$ cat config.mk
export PLATFORM = sky130hd
export DESIGN_NAME = chess_display_top
export DESIGN_NICKNAME = d
export VERILOG_FILES = /design/src/verilog/vchess_pkg.sv /design/src/verilog/board_snapshot.sv /design/src/verilog/display_board.sv /design/src/verilog/char_credit_tx.sv /design/src/verilog/chess_display_top.sv
export VERILOG_INCLUDE_DIRS = /design/src /design/src/verilog
export SDC_FILE = /design/constraint.sdc
export NUM_CORES = 1
export LEC_CHECK = 0
export BUFFER_PORTS_ARGS = -buffer_cell sky130_fd_sc_hd__buf_2
export CAP_MARGIN = 0
export CORE_MARGIN = 2
export CORE_UTILIZATION = 40
export DETAILED_ROUTE_END_ITERATION = 10
export PLACE_DENSITY = 0.7
export SYNTH_ARGS = -nofsm -noshare
export SYNTH_HDL_FRONTEND = slang
export SYNTH_SLANG_ARGS = --single-unit
$ cat constraint.sdc
create_clock -name clk -period 9.8 [get_ports clk]
set_clock_uncertainty 0.2 [all_clocks]
set_input_delay 1.47 -clock clk [delete_from_list [all_inputs] [get_ports clk]]
set_output_delay 1.47 -clock clk [all_outputs]
set_load 0.05 [all_outputs]
$ cat src/verilog/vchess_defs.svh
`ifndef VCHESS_DEFS_SVH
`define VCHESS_DEFS_SVH

// piece codes, bit 3 set for black.
`define EMPTY_POSN 4'd0
`define WHITE_PAWN 4'd1
`define WHITE_ROOK 4'd2
`define WHITE_KNIT 4'd3
`define WHITE_BISH 4'd4
`define WHITE_KING 4'd5
`define WHITE_QUEN 4'd6

`define BLACK_PAWN 4'd9
`define BLACK_ROOK 4'd10
`define BLACK_KNIT 4'd11
`define BLACK_BISH 4'd12
`define BLACK_KING 4'd13
`define BLACK_QUEN 4'd14

// board geometry.
`define PIECE_WIDTH 4
`define SIDE_WIDTH  (`PIECE_WIDTH * 8)
`define BOARD_WIDTH (`SIDE_WIDTH * 8)

// square 0 is a1 in the low bits, rank 8 in the top 32 bits.

// sink buffer depth in characters.
`define CHAR_CREDITS 4

`endif

$ cat src/verilog/vchess_pkg.sv
`include "vchess_defs.svh"

package vchess_pkg;

   typedef logic [`PIECE_WIDTH-1:0] piece_t;
   typedef logic [`BOARD_WIDTH-1:0] board_t;

   typedef logic [3:0] castle_t;     // one bit per castle right.
   typedef logic [3:0] ep_col_t;

   typedef logic [7:0] char_t;       // ascii.
   typedef logic [2:0] credit_t;     // holds 0 to CHAR_CREDITS.

   typedef enum logic [2:0]
   {
      st_idle,
      st_squares,
      st_check_line,
      st_status_line,
      st_blank_line,
      st_done
   } render_state_t;

endpackage

$ cat src/verilog/board_snapshot.sv
module board_snapshot
   (
   input  logic                clk,
   input  logic                reset,

   input  logic                display,
   input  vchess_pkg::board_t  board,
   input  vchess_pkg::castle_t castle_mask,
   input  vchess_pkg::ep_col_t en_passant_col,
   input  logic                white_in_check,
   input  logic                black_in_check,
   input  logic                render_done,

   output logic                busy,
   output logic                start,
   output vchess_pkg::board_t  snap_board,
   output vchess_pkg::castle_t snap_castle,
   output vchess_pkg::ep_col_t snap_ep,
   output logic                snap_white_check,
   output logic                snap_black_check
   );

   logic accept;

   assign accept = display && !busy;   // requests while busy are dropped.

   always_ff @(posedge clk)
      if (reset)
      begin
         busy  <= 1'b0;
         start <= 1'b0;
      end
      else
      begin
         start <= accept;
         if (accept)
            busy <= 1'b1;
         else if (render_done)
            busy <= 1'b0;
      end

   // the engine may change its board freely once this copy is taken
   always_ff @(posedge clk)
      if (accept)
      begin
         snap_board       <= board;
         snap_castle      <= castle_mask;
         snap_ep          <= en_passant_col;
         snap_white_check <= white_in_check;
         snap_black_check <= black_in_check;
      end

endmodule

$ cat src/verilog/display_board.sv
`include "vchess_defs.svh"

module display_board
   (
   input  logic                clk,
   input  logic                reset,

   input  logic                start,
   input  vchess_pkg::board_t  snap_board,
   input  vchess_pkg::castle_t snap_castle,
   input  vchess_pkg::ep_col_t snap_ep,
   input  logic                snap_white_check,
   input  logic                snap_black_check,

   input  logic                glyph_take,
   output logic                glyph_valid,
   output vchess_pkg::char_t   glyph,
   output logic                render_done
   );

   import vchess_pkg::*;

   localparam int idx_w = $clog2(`BOARD_WIDTH);

   localparam logic [idx_w-1:0] top_row    = idx_w'(`SIDE_WIDTH * 7);
   localparam logic [idx_w-1:0] side_step  = idx_w'(`SIDE_WIDTH);
   localparam logic [idx_w-1:0] piece_step = idx_w'(`PIECE_WIDTH);

   // text lines, left aligned.
   localparam logic [8*16-1:0] white_msg   = "White in check.\n";
   localparam logic [8*16-1:0] black_msg   = "Black in check.\n";
   localparam logic [8*16-1:0] both_msg    = {"Both in check!\n", 8'h00};
   localparam logic [8*28-1:0] status_tmpl = "castle=____ en_passant=____\n";

   render_state_t    state;
   logic [idx_w-1:0] index;
   logic [idx_w-1:0] row_start;
   logic [2:0]       col;
   logic [4:0]       char_idx;    // position within the current text line.
   logic [4:0]       check_last;
   logic [4:0]       castle_rel;
   logic [4:0]       ep_rel;
   logic [8*16-1:0]  check_msg;
   piece_t           piece;

   function automatic char_t piece_glyph(input piece_t p);
      case (p)
         `EMPTY_POSN: piece_glyph = ".";
         `WHITE_PAWN: piece_glyph = "P";
         `WHITE_ROOK: piece_glyph = "R";
         `WHITE_KNIT: piece_glyph = "N";
         `WHITE_BISH: piece_glyph = "B";
         `WHITE_KING: piece_glyph = "K";
         `WHITE_QUEN: piece_glyph = "Q";
         `BLACK_PAWN: piece_glyph = "p";
         `BLACK_ROOK: piece_glyph = "r";
         `BLACK_KNIT: piece_glyph = "n";
         `BLACK_BISH: piece_glyph = "b";
         `BLACK_KING: piece_glyph = "k";
         `BLACK_QUEN: piece_glyph = "q";
         default:     piece_glyph = "?";   // unused code.
      endcase
   endfunction

   assign piece       = snap_board[index +: `PIECE_WIDTH];
   assign glyph_valid = (state == st_squares) || (state == st_check_line) ||
                        (state == st_status_line) || (state == st_blank_line);
   assign render_done = (state == st_done);

   assign check_msg  = (snap_white_check && snap_black_check) ? both_msg :
                       snap_white_check ? white_msg : black_msg;
   assign check_last = (snap_white_check && snap_black_check) ? 5'd14 : 5'd15;
   assign castle_rel = char_idx - 5'd7;
   assign ep_rel     = char_idx - 5'd23;

   always_comb
   begin
      glyph = 8'h0a;
      case (state)
         st_squares:
            if (char_idx == 5'd0)
               glyph = piece_glyph(piece);
            else if (char_idx == 5'd1)
               glyph = " ";
         st_check_line:
            glyph = check_msg[8 * (5'd15 - char_idx) +: 8];
         st_status_line:
            if (char_idx >= 5'd7 && char_idx <= 5'd10)
               glyph = {7'b0011000, snap_castle[~castle_rel[1:0]]};   // msb first.
            else if (char_idx >= 5'd23 && char_idx <= 5'd26)
               glyph = {7'b0011000, snap_ep[~ep_rel[1:0]]};
            else
               glyph = status_tmpl[8 * (5'd27 - char_idx) +: 8];
         default:
            glyph = 8'h0a;
      endcase
   end

   always_ff @(posedge clk)
      if (reset)
      begin
         state     <= st_idle;
         index     <= top_row;
         row_start <= top_row;
         col       <= 3'd0;
         char_idx  <= 5'd0;
      end
      else
         case (state)
            st_idle:
               if (start)
               begin
                  row_start <= top_row;
                  index     <= top_row;
                  col       <= 3'd0;
                  char_idx  <= 5'd0;
                  state     <= st_squares;
               end
            st_squares:
               if (glyph_take)
                  case (char_idx)
                     5'd0:
                        char_idx <= 5'd1;
                     5'd1:
                        if (col == 3'd7)
                           char_idx <= 5'd2;   // newline next.
                        else
                        begin
                           char_idx <= 5'd0;
                           col      <= col + 3'd1;
                           index    <= index + piece_step;
                        end
                     default:
                     begin
                        char_idx  <= 5'd0;
                        col       <= 3'd0;
                        row_start <= row_start - side_step;
                        index     <= row_start - side_step;
                        if (row_start == '0)
                           state <= (snap_white_check || snap_black_check) ?
                                    st_check_line : st_status_line;
                     end
                  endcase
            st_check_line:
               if (glyph_take)
               begin
                  if (char_idx == check_last)
                  begin
                     char_idx <= 5'd0;
                     state    <= st_status_line;
                  end
                  else
                     char_idx <= char_idx + 5'd1;
               end
            st_status_line:
               if (glyph_take)
               begin
                  if (char_idx == 5'd27)
                  begin
                     char_idx <= 5'd0;
                     state    <= st_blank_line;
                  end
                  else
                     char_idx <= char_idx + 5'd1;
               end
            st_blank_line:
               if (glyph_take)
                  state <= st_done;
            default:
               state <= st_idle;
         endcase

endmodule

$ cat src/verilog/char_credit_tx.sv
`include "vchess_defs.svh"

module char_credit_tx
   (
   input  logic              clk,
   input  logic              reset,

   input  logic              glyph_valid,
   input  vchess_pkg::char_t glyph,
   input  logic              render_done,
   output logic              glyph_take,

   output logic              char_valid,
   output vchess_pkg::char_t char_data,
   input  logic              credit_return,
   output logic              display_done
   );

   import vchess_pkg::*;

   credit_t credits;

   // a credit is spent when the glyph is accepted.
   assign glyph_take = glyph_valid && (credits != '0);

   always_ff @(posedge clk)
      if (reset)
         credits <= credit_t'(`CHAR_CREDITS);
      else
         case ({glyph_take, credit_return})
            2'b10:   credits <= credits - 3'd1;
            2'b01:   credits <= credits + 3'd1;
            default: credits <= credits;   // none, or spend and return together.
         endcase

   always_ff @(posedge clk)
      if (reset)
      begin
         char_valid   <= 1'b0;
         display_done <= 1'b0;
      end
      else
      begin
         char_valid   <= glyph_take;
         // render_done lines up with the last char_valid.
         display_done <= render_done;
      end

   always_ff @(posedge clk)
      if (glyph_take)
         char_data <= glyph;

endmodule

$ cat src/verilog/chess_display_top.sv
module chess_display_top
   (
   input  logic                clk,
   input  logic                reset,

   input  vchess_pkg::board_t  board,
   input  vchess_pkg::castle_t castle_mask,
   input  vchess_pkg::ep_col_t en_passant_col,
   input  logic                white_in_check,
   input  logic                black_in_check,
   input  logic                display,

   output logic                char_valid,
   output vchess_pkg::char_t   char_data,
   input  logic                credit_return,

   output logic                display_done
   );

   import vchess_pkg::*;

   logic    start;
   board_t  snap_board;
   castle_t snap_castle;
   ep_col_t snap_ep;
   logic    snap_white_check;
   logic    snap_black_check;
   logic    render_done;
   logic    glyph_valid;
   char_t   glyph;
   logic    glyph_take;

   board_snapshot u_snapshot
      (
      .clk              (clk),
      .reset            (reset),
      .display          (display),
      .board            (board),
      .castle_mask      (castle_mask),
      .en_passant_col   (en_passant_col),
      .white_in_check   (white_in_check),
      .black_in_check   (black_in_check),
      .render_done      (render_done),
      .busy             (),
      .start            (start),
      .snap_board       (snap_board),
      .snap_castle      (snap_castle),
      .snap_ep          (snap_ep),
      .snap_white_check (snap_white_check),
      .snap_black_check (snap_black_check)
      );

   display_board u_render
      (
      .clk              (clk),
      .reset            (reset),
      .start            (start),
      .snap_board       (snap_board),
      .snap_castle      (snap_castle),
      .snap_ep          (snap_ep),
      .snap_white_check (snap_white_check),
      .snap_black_check (snap_black_check),
      .glyph_take       (glyph_take),
      .glyph_valid      (glyph_valid),
      .glyph            (glyph),
      .render_done      (render_done)
      );

   char_credit_tx u_tx
      (
      .clk           (clk),
      .reset         (reset),
      .glyph_valid   (glyph_valid),
      .glyph         (glyph),
      .render_done   (render_done),
      .glyph_take    (glyph_take),
      .char_valid    (char_valid),
      .char_data     (char_data),
      .credit_return (credit_return),
      .display_done  (display_done)
      );

endmodule

==> run_results.csv, run 1 <==
group,metric,value,unit
worst_setup_path,crit_path_max_incr_delay,0.87,ns
timing,tightest_slew,1.080,ns
synthesis,syn_inst,1049,
synthesis,post-synth-top-count-cell,"edfxtp_1",
synthesis,synth_commonest_cells,"273 x edfxtp_1, 106 x mux4_2, 51 x mux2i_1, 51 x nand2_1, 47 x nor2_1",
cells_and_area,final_cell_count_no_fill,1831,
cts,cts_root_buf,"clkbuf_16",
detailed_routing,drt-total-wl,43.16,mm
worst_setup_path,r2r_slack,5.29,ns
worst_setup_path,arrival,4.75,ns
synthesis,yosysUniqueCellTypes,82,
worst_setup_path,startpoint_type,"flip-flop",
synthesis,seq_area_frac_synth,56.23,%
die,boundaryPins,280,
die,fp.dieArea,0.04053,sq mm
cells_and_area,syn_to_final_growth,17.22,%
cts,clkLatencyLatePin,0.59,ns
cts,cts_buffers,30,
global_route,antenna_found_initial,0,
detailed_routing,vias_per_cell,5.881,
global_route,grt_use_total,20.94,%
cts,cts_tree,"done",
power,p_per_area,184.4,mW/mm^2
detailed_routing,drtIter0Drc,1013,
timing,max_slew_margin,27.96,%
synthesis,netlist.area_leader.share,52.63,%
place,dpl.cell_count,1776,
cts,clockBufferDepth,3,
timing,setup_violations,0,
worst_setup_path,crit_chain,"buf_12, mux4_2, mux2_2, a221oi_1, a2111oi_2, nand4_1, inv_1, ha_1, a2111o_1, o211a_1, o21ai_1",
cells_and_area,finalInstanceArea,0.01826,sq mm
hold_path,min_path_cells,2,
place,hpwl,32.14,mm
timing,drv_slew,0,
detailed_routing,via_count,10770,
synthesis,yosysTopAreaCell,"edfxtp_1",
place,place_ws,5.268,ns
global_route,grt_pass1_vias,10460,
timing,postLayoutSetupSlackWorst,5.290,ns
place,globalplace.congestion,0.9054,
worst_setup_path,cp_max_fo,102,
timing,fmax,221.7,MHz
global_route,grt_overflow,0,
synthesis,ys_warn_count,0,
worst_setup_path,crit_type,"reg2reg",
die,start_util,40.39,%
global_route,grt_start_max_net_pins,103,
worst_setup_path,critPathCaptureType,"flip-flop",
synthesis,yosys_most_used_dff,"edfxtp_1",
place,place_area,0.01724,sq mm
synthesis,netlist_area,0.01557,sq mm
cells_and_area,seqCellArea,0.008768,sq mm
die,fp.coreArea,0.03856,sq mm
worst_setup_path,reg2regPathDepth,11,
detailed_routing,remaining_drc_errors,0,
die,die_h,201.3,microns
worst_setup_path,crit_slowest_cell,"dfxtp_4",
synthesis,synth_area_leaders,"edfxtp_1 53%, mux4_2 15%, dfxtp_1 3.6%, mux2i_1 3.3%, ha_1 1.6%",
synthesis,syn_avg_cell_area,14.85,sq um
cells_and_area,fillers,3388,
job,max_cap_violations,0,
timing,rsz0062_at_grt,"no",
power,leakagePower,6.423,nW
timing,hold_ws,0.2599,ns
power,p_total,3.366,mW
detailed_routing,wl_per_cell,23.57,microns
timing,finalHoldViolations,0,
die,rows,72,
synthesis,ys_async_sr_fraction,0,%
cts,clk_pin_slew,0.07,ns
cells_and_area,multi_input_area,0.006216,sq mm
cts,cts_max_level,1,
timing,final.period_utilization,46.02,%
cts,ctsResizeCount,0,
cts,hold_buffers,0,
cells_and_area,diodes,0,
hold_path,min_path_type,"reg2reg",
timing,period_minus_slack,4.510,ns
synthesis,ys_seq_elements,301,
timing,setup_tns,0,ns
detailed_routing,ant_nets,0,
cts,clkSinkCount,301,
die,fp.dieW,201.3,microns
cells_and_area,postLayoutCoreUtil,47.35,%
detailed_routing,dr.pass1.iters,5,
global_route,grt_pass1_wl,64.83,mm
worst_setup_path,cp.required,10.04,ns
cells_and_area,final_nets,1581,
status,status,"finished clean",
synthesis,syn-num-nets,1340,
cts,post_cts_buffers,0,
place,port_buffers,278,
synthesis,synth_edf_count,273,
cells_and_area,layout-drive-gt1-share,36.41,%
power,irDropWorstVdd,0.1594,mV
## kinds of logic after synthesis
family / Yosys count / share of synthesized area [%]
xor gates and xnor gates: 11 / 0.6186
buffers and inverters: 108 / 3.856
adders and majority gates: 22 / 1.799
other: 1 / 0.02408
DFF: 301 / 56.23
AOI/OAI and AO/OA: 209 / 9.576
and+or+nand+nor: 223 / 7.262
muxes: 174 / 20.63
## worst paths after layout
| kind | start | endpoint |
|---|---|---|
| setup / recovery | u_render.index[0] | u_tx.char_data[4] |
| hold / removal | u_snapshot.busy | u_snapshot.busy |
| hold reg to reg | u_snapshot.busy | u_snapshot.busy |
| setup reg to reg | u_render.index[0] | u_tx.char_data[4] |
## flip-flops by register name (all words and copies together), names as in the netlist
| name | cells |
|---|---|
| u_snapshot.snap_castle | 4 |
| u_tx.char_valid | 1 |
| u_render.char_idx | 5 |
| u_render.col | 3 |
| u_render.state | 3 |
| u_snapshot.snap_board | 256 |
| u_snapshot.start | 1 |
| u_snapshot.snap_ep | 4 |
| u_snapshot.snap_white_check | 1 |
| u_snapshot.busy | 1 |
| u_tx.display_done | 1 |
| u_snapshot.snap_black_check | 1 |
| u_render.index | 7 |
| u_tx.char_data | 7 |
| u_render.row_start | 3 |
| u_tx.credits | 3 |
## placed cells by master, fill, tap and decap left out, types with 9 or more instances in the layout
| master | n |
|---|---|
| a22oi_1 | 14 |
| a221oi_1 | 10 |
| dfxtp_1 | 24 |
| nand2b_1 | 12 |
| a21oi_1 | 42 |
| nor2_1 | 47 |
| ha_1 | 20 |
| edfxtp_1 | 273 |
| nand3b_1 | 10 |
| nand3_1 | 29 |
| nand4_1 | 11 |
| buf_4 | 13 |
| nand2_1 | 51 |
| clkbuf_16 | 30 |
| nor2b_1 | 10 |
| o21ai_0 | 40 |
| mux2i_1 | 51 |
| mux4_2 | 106 |
| buf_2 | 278 |
| a211oi_1 | 9 |
| nor3_1 | 21 |
| inv_1 | 22 |
## metal layers
layer	vias to the layer above	global-route usage [%]	share of wire, %
met4	0	5.620	2.6
li1	4764	-	-
met2	576	34.01	48
met5	-	0	0
met1	5366	29.33	42
met3	62	3.499	8.0
## final cells by class
| cell class | count | area share [%] |
|---|---|---|
| repair buffers | 292 | 8.265 |
| multi-input cells | 640 | 34.05 |
| inverters | 25 | 0.5551 |
| well taps | 518 | 3.550 |
| clock inverters | 23 | 1.398 |
| clock buffers | 32 | 4.153 |
| flip-flops and latches | 301 | 48.03 |
## power breakdown
part | switching [mW] | internal (mW)
combinational | 0.349 | 0.216
sequential | 0.0995 | 1.53
clock | 0.519 | 0.653
total | 0.968 | 2.40
## critical path: cells and delay by family (launching register included)
family	cells	cell delay [ns]
buf+inv	2	0.71
fa+ha+maj	1	0.23
compound gates	5	1.16
flops	1	0.87
mux	2	0.86
simple gates	1	0.24
(Power assumes the default switching activity.)
==> run 2, diff against run 1 <==
- clock period: 9.8 -> 4.4 ns (I/O delays scaled with it)
==> run 2 against run 1 <==
  * Critical path depth did not move
  * Flip-flop and latch count is the same
  * Routed wire length up 4.8%
  * Combinational power increased by 130%
  * Die area stayed put
  * Power grew 140%
  * Sequential share of layout area is 1.2 points lower
  * Sequential power increased by 120%
  * Largest power group unchanged
==> run_results.csv, run 2 (synthesized netlist as in run 1, its figures left out) <==
group,metric,value,unit
global_route,grt_overflow,0,
place,place_area,0.01753,sq mm
timing,fmax,260.2,MHz
die,fp.coreArea,0.03856,sq mm
cts,cts_root_buf,"clkbuf_16",
worst_setup_path,cp_max_fo,34,
cts,clkSinkCount,301,
power,leakagePower,6.684,nW
die,boundaryPins,280,
power,p_switching,2.263,mW
die,fp.dieW,201.3,microns
cts,clkLatencyLatePin,0.56,ns
die,start_util,40.39,%
cells_and_area,most-common-layout-cells,"278 x buf_2, 273 x edfxtp_1, 106 x mux4_2, 51 x mux2i_1, 51 x nand2_1",
worst_setup_path,critPathCaptureType,"flip-flop",
global_route,antenna_found_initial,2,
power,p_per_area,425.8,mW/mm^2
timing,hold_ws,0.06940,ns
detailed_routing,drt-total-wl,45.24,mm
power,irDropWorstVdd,0.4586,mV
die,fp.dieArea,0.04053,sq mm
timing,drv_slew,0,
cells_and_area,layout_commonest_cell,"buf_2",
cts,cts_buffers,35,
detailed_routing,via_count,11060,
cts,cts_tree,"done",
hold_path,min_path_type,"in2reg",
cells_and_area,reg_top3,"u_snapshot.snap_board (256), u_render.index (7), u_tx.char_data (7)",
cts,clockBufferDepth,3,
worst_setup_path,crit_type,"reg2reg",
cells_and_area,regMostFlops,"u_snapshot.snap_board",
place,globalplace.congestion,0.9154,
cells_and_area,finalInstanceArea,0.01874,sq mm
place,port_buffers,278,
detailed_routing,dr.pass1.iters,7,
timing,setup_violations,0,
cells_and_area,fillers,3362,
cts,cts_max_level,2,
cells_and_area,diodes,0,
cts,clk_pin_slew,0.07,ns
worst_setup_path,arrival,4.05,ns
cells_and_area,final_nets,1614,
cells_and_area,layout-drive-gt1-share,38.03,%
detailed_routing,ant_nets,0,
power,p_int,5.716,mW
global_route,grt_pass1_wl,67.64,mm
power,share_comb_of_total_power,16.5,%
worst_setup_path,startpoint_type,"flip-flop",
detailed_routing,remaining_drc_errors,0,
power,clkPwrFrac,38.1,%
timing,rsz0062_at_grt,"no",
detailed_routing,vias_per_cell,5.924,
power,power_frac_seq,45.4,%
timing,period_minus_slack,3.843,ns
timing,max_slew_margin,25.88,%
global_route,grt_pass1_vias,10840,
timing,finalHoldViolations,0,
die,die_h,201.3,microns
cells_and_area,largest_reg_flops,256,
global_route,grt_start_max_net_pins,56,
die,rows,72,
cts,ctsResizeCount,0,
cells_and_area,syn_to_final_growth,20.31,%
cts,hold_buffers,0,
place,hpwl,34.14,mm
timing,tightest_slew,1.098,ns
global_route,grt_use_total,22.32,%
timing,setup_tns,0,ns
timing,final.period_utilization,87.35,%
detailed_routing,wl_per_cell,24.23,microns
power,p_sw_share,28.36,%
cts,post_cts_buffers,0,
detailed_routing,drtIter0Drc,1124,
status,status,"finished clean",
worst_setup_path,cp.required,4.60,ns
job,max_cap_violations,0,
-- run 2: final timing paths --
kind | startpoint | end | slack (ns) | cells after the start
max | u_render.index[2] | u_tx.char_data[4] | 0.56 | 11
min | board[223] | u_snapshot.snap_board[223] | 0.07 | 1
max reg2reg | u_render.index[2] | u_tx.char_data[4] | 0.56 | 11
min reg2reg | u_render.col[1] | u_render.col[1] | 0.26 | 2
-- run 2: power groups by stage --
stage	sequential (mW)	clock, mW	combinational [mW]
global route	3.64	3.21	1.42
detailed placement	3.67	0	1.30
global placement	3.67	0	1.29
floorplan	3.68	0	0.761
CTS	3.61	3.10	1.31
finish	3.62	3.04	1.32
-- run 2: through the flow --
step                worst slack, ns  util [%]  power, mW  instances
finish                       0.5567     48.60      7.978       1867
CTS                          0.5651     48.60      8.016       1867
global placement             0.6652     45.47      4.955       1804
floorplan                   -0.8897         -      4.438       1049
detailed placement           0.5876     45.47      4.969       1804
global route                 0.2596     48.60      8.267       1867
-- run 2: area by class of cell --
type	count	area [sq um]	area share (%)
sequential	301	8768	46.79
multi-input combinational	640	6223	33.21
timing repair buffer	320	1794	9.575
clock buffer	36	889.6	4.748
tap	518	648.1	3.459
clock inverter	27	316.6	1.689
inverter	25	97.59	0.5208
-- run 2: worst max-delay path: stages, from the launching register on --
cell and delay (ns):
dfxtp_4 0.52, buf_4 0.43, mux4_2 0.38, mux2_2 0.29
a221oi_1 0.58, a2111oi_2 0.11, nand4_1 0.24, inv_1 0.13
ha_1 0.23, a2111o_1 0.28, o211a_1 0.13, o21ai_1 0.14
-- run 2: metal layers --
metal / wire [microns] / up-vias / track usage (%)
met2: 21440 / 684 / 35.71
li1: - / 4839 / -
met3: 4073 / 109 / 4.746
met1: 17880 / 5426 / 29.53
met5: 13 / - / 0
met4: 1827 / 2 / 9.690
==> run 3, diff against run 2 <==
- HOLD_SLACK_MARGIN: unset -> 0.08
==> run 3 against run 2 <==
  * Critical path depth down 1
  * Sequential share of layout area shrank 4.7 points
  * Fmax down 1.2%
  * Global-route usage rose by 2.7 points
  * Count of clock-buffer cells in the layout unchanged
  * Clock power hardly changed
  * Routed wire length up 13%
  * Combinational power is 12% higher
  * Die area stayed put
  * Highest routed layer unchanged
  * Core utilization grew 5.4 points
  * Sequential power hardly changed
  * Register-to-register slack worse by 0.05 ns
==> run_results.csv, run 3 (synthesized netlist as in run 1, its figures left out) <==
group,metric,value,unit
detailed_routing,ant_nets,0,
worst_setup_path,crit_type,"reg2reg",
hold_path,hold_start,"board[17]",
global_route,grt_overflow,0,
timing,drv_slew,0,
place,place_ws,0.5876,ns
cells_and_area,regMostFlops,"u_snapshot.snap_board",
cts,cts_root_buf,"clkbuf_16",
detailed_routing,wl_per_cell,24.56,microns
timing,period_minus_slack,3.891,ns
cells_and_area,layout-drive-gt1-share,32.97,%
die,start_util,40.39,%
hold_path,min_path_cells,1,
cts,cts_buffers,35,
worst_setup_path,cp_max_fo,35,
timing,postLayoutSetupSlackWorst,0.5086,ns
cells_and_area,syn_to_final_growth,33.61,%
cells_and_area,diodes,0,
global_route,grt_pass1_vias,12350,
die,rows,72,
cts,clockBufferDepth,3,
die,fp.dieW,201.3,microns
cts,cts_tree,"done",
status,status,"finished clean",
power,irDropWorstVdd,0.3408,mV
worst_setup_path,cp.required,4.61,ns
global_route,antenna_found_initial,1,
die,die_h,201.3,microns
global_route,grt_start_max_net_pins,56,
worst_setup_path,startpoint,"u_render.index[0]",
timing,fmax,257.0,MHz
timing,setup_tns,0,ns
worst_setup_path,reg2reg_from,"u_render.index[0]",
cells_and_area,reg_top3,"u_snapshot.snap_board (256), u_render.index (7), u_tx.char_data (7)",
die,boundaryPins,280,
cts,clkSinkCount,301,
detailed_routing,vias_per_cell,5.801,
cts,ctsResizeCount,0,
cells_and_area,largest_reg_flops,256,
cells_and_area,final_nets,1821,
worst_setup_path,critPathCaptureType,"flip-flop",
timing,finalHoldViolations,0,
cts,clk_pin_slew,0.07,ns
cells_and_area,layout_commonest_cell,"buf_2",
die,fp.coreArea,0.03856,sq mm
power,p_per_area,393.1,mW/mm^2
power,p_total,8.180,mW
detailed_routing,drtIter0Drc,1269,
cts,post_cts_buffers,0,
worst_setup_path,reg2regPathDepth,10,
timing,max_slew_margin,29.70,%
timing,rsz0062_at_grt,"no",
global_route,grt_use_total,25.02,%
worst_setup_path,arrival,4.10,ns
cells_and_area,most-common-layout-cells,"278 x buf_2, 273 x edfxtp_1, 207 x dlygate4sd3_1, 106 x mux4_2",
place,globalplace.congestion,0.9154,
detailed_routing,drt-total-wl,50.94,mm
timing,setup_violations,0,
cts,clkLatencyLatePin,0.56,ns
die,fp.dieArea,0.04053,sq mm
detailed_routing,dr.pass1.iters,5,
detailed_routing,remaining_drc_errors,0,
timing,tightest_slew,1.041,ns
cells_and_area,postLayoutCoreUtil,53.97,%
job,max_cap_violations,0,
power,leakagePower,7.549,nW
cts,cts_max_level,2,
global_route,grt_pass1_wl,76.22,mm
detailed_routing,via_count,12030,
hold_path,min_path_type,"in2reg",
timing,final.period_utilization,88.44,%
place,hpwl,34.14,mm
worst_setup_path,startpoint_type,"flip-flop",
place,port_buffers,278,
==> run 3: cell count changes in the layout (fill, tap and decap cells not counted), sizes merged <==
cell | before | now
dlygate4sd3 | 0 | 207
==> run 3: cell type report <==
type | instances | area [sq um]
clock inverter | 27 | 316.6
inverter | 25 | 97.59
timing repair buffer | 527 | 3866
sequential | 301 | 8768
clock buffer | 36 | 889.6
fill | 3117 | 17750
tap | 518 | 648.1
multi-input combinational | 640 | 6223
==> run 3: report_power, final <==
part | leakage [nW] | switching [mW] | internal, mW
Combinational | 4.12 | 0.848 | 0.630
Clock | 0.588 | 1.27 | 1.80
Sequential | 2.84 | 0.225 | 3.40
==> run 3: timing repair <==
item                                   4_1_cts  5_1_grt
endpoints found under the hold margin      201        6
hold buffers                               201        6
setup endpoints to repair                    0        0
==> run 3: final timing paths <==
| path | endpoint | slack [ns] |
|---|---|---|
| setup / recovery | u_tx.char_data[4] | 0.51 |
| hold / removal | u_snapshot.snap_board[17] | 0.1 |
| setup reg to reg | u_tx.char_data[4] | 0.51 |
| hold reg to reg | u_snapshot.busy | 0.26 |
==> run 3: worst max-delay path, cell delays in order (launching register included) <==
cell and delay (ns):
dfxtp_4 0.75, mux4_2 0.63, mux2_2 0.30, a221oi_1 0.57, a2111oi_2 0.11, nand4_1 0.24
inv_1 0.13, ha_1 0.23, a2111o_1 0.28, o211a_1 0.13, o21ai_1 0.13
==> run 3: stage by stage <==
step / hold slack [ns] / area, sq um / std cells
after detailed placement: 0.2485 / 17530 / 1804
after floorplan: 0.2356 / 15590 / 1049
after CTS: 0.08019 / 20750 / 2068
after global routing: 0.08046 / 20810 / 2074
after global placement: 0.2432 / 17530 / 1804
final: 0.09563 / 20810 / 2074
==> run 3: per-layer routing <==
metal	global-route usage (%)	vias to the layer above	part of all wire [%]
li1	-	5246	-
met1	31.07	5861	37
met2	42.14	784	49
met3	5.620	138	9.2
met4	10.79	2	4.4
met5	0	-	0.018
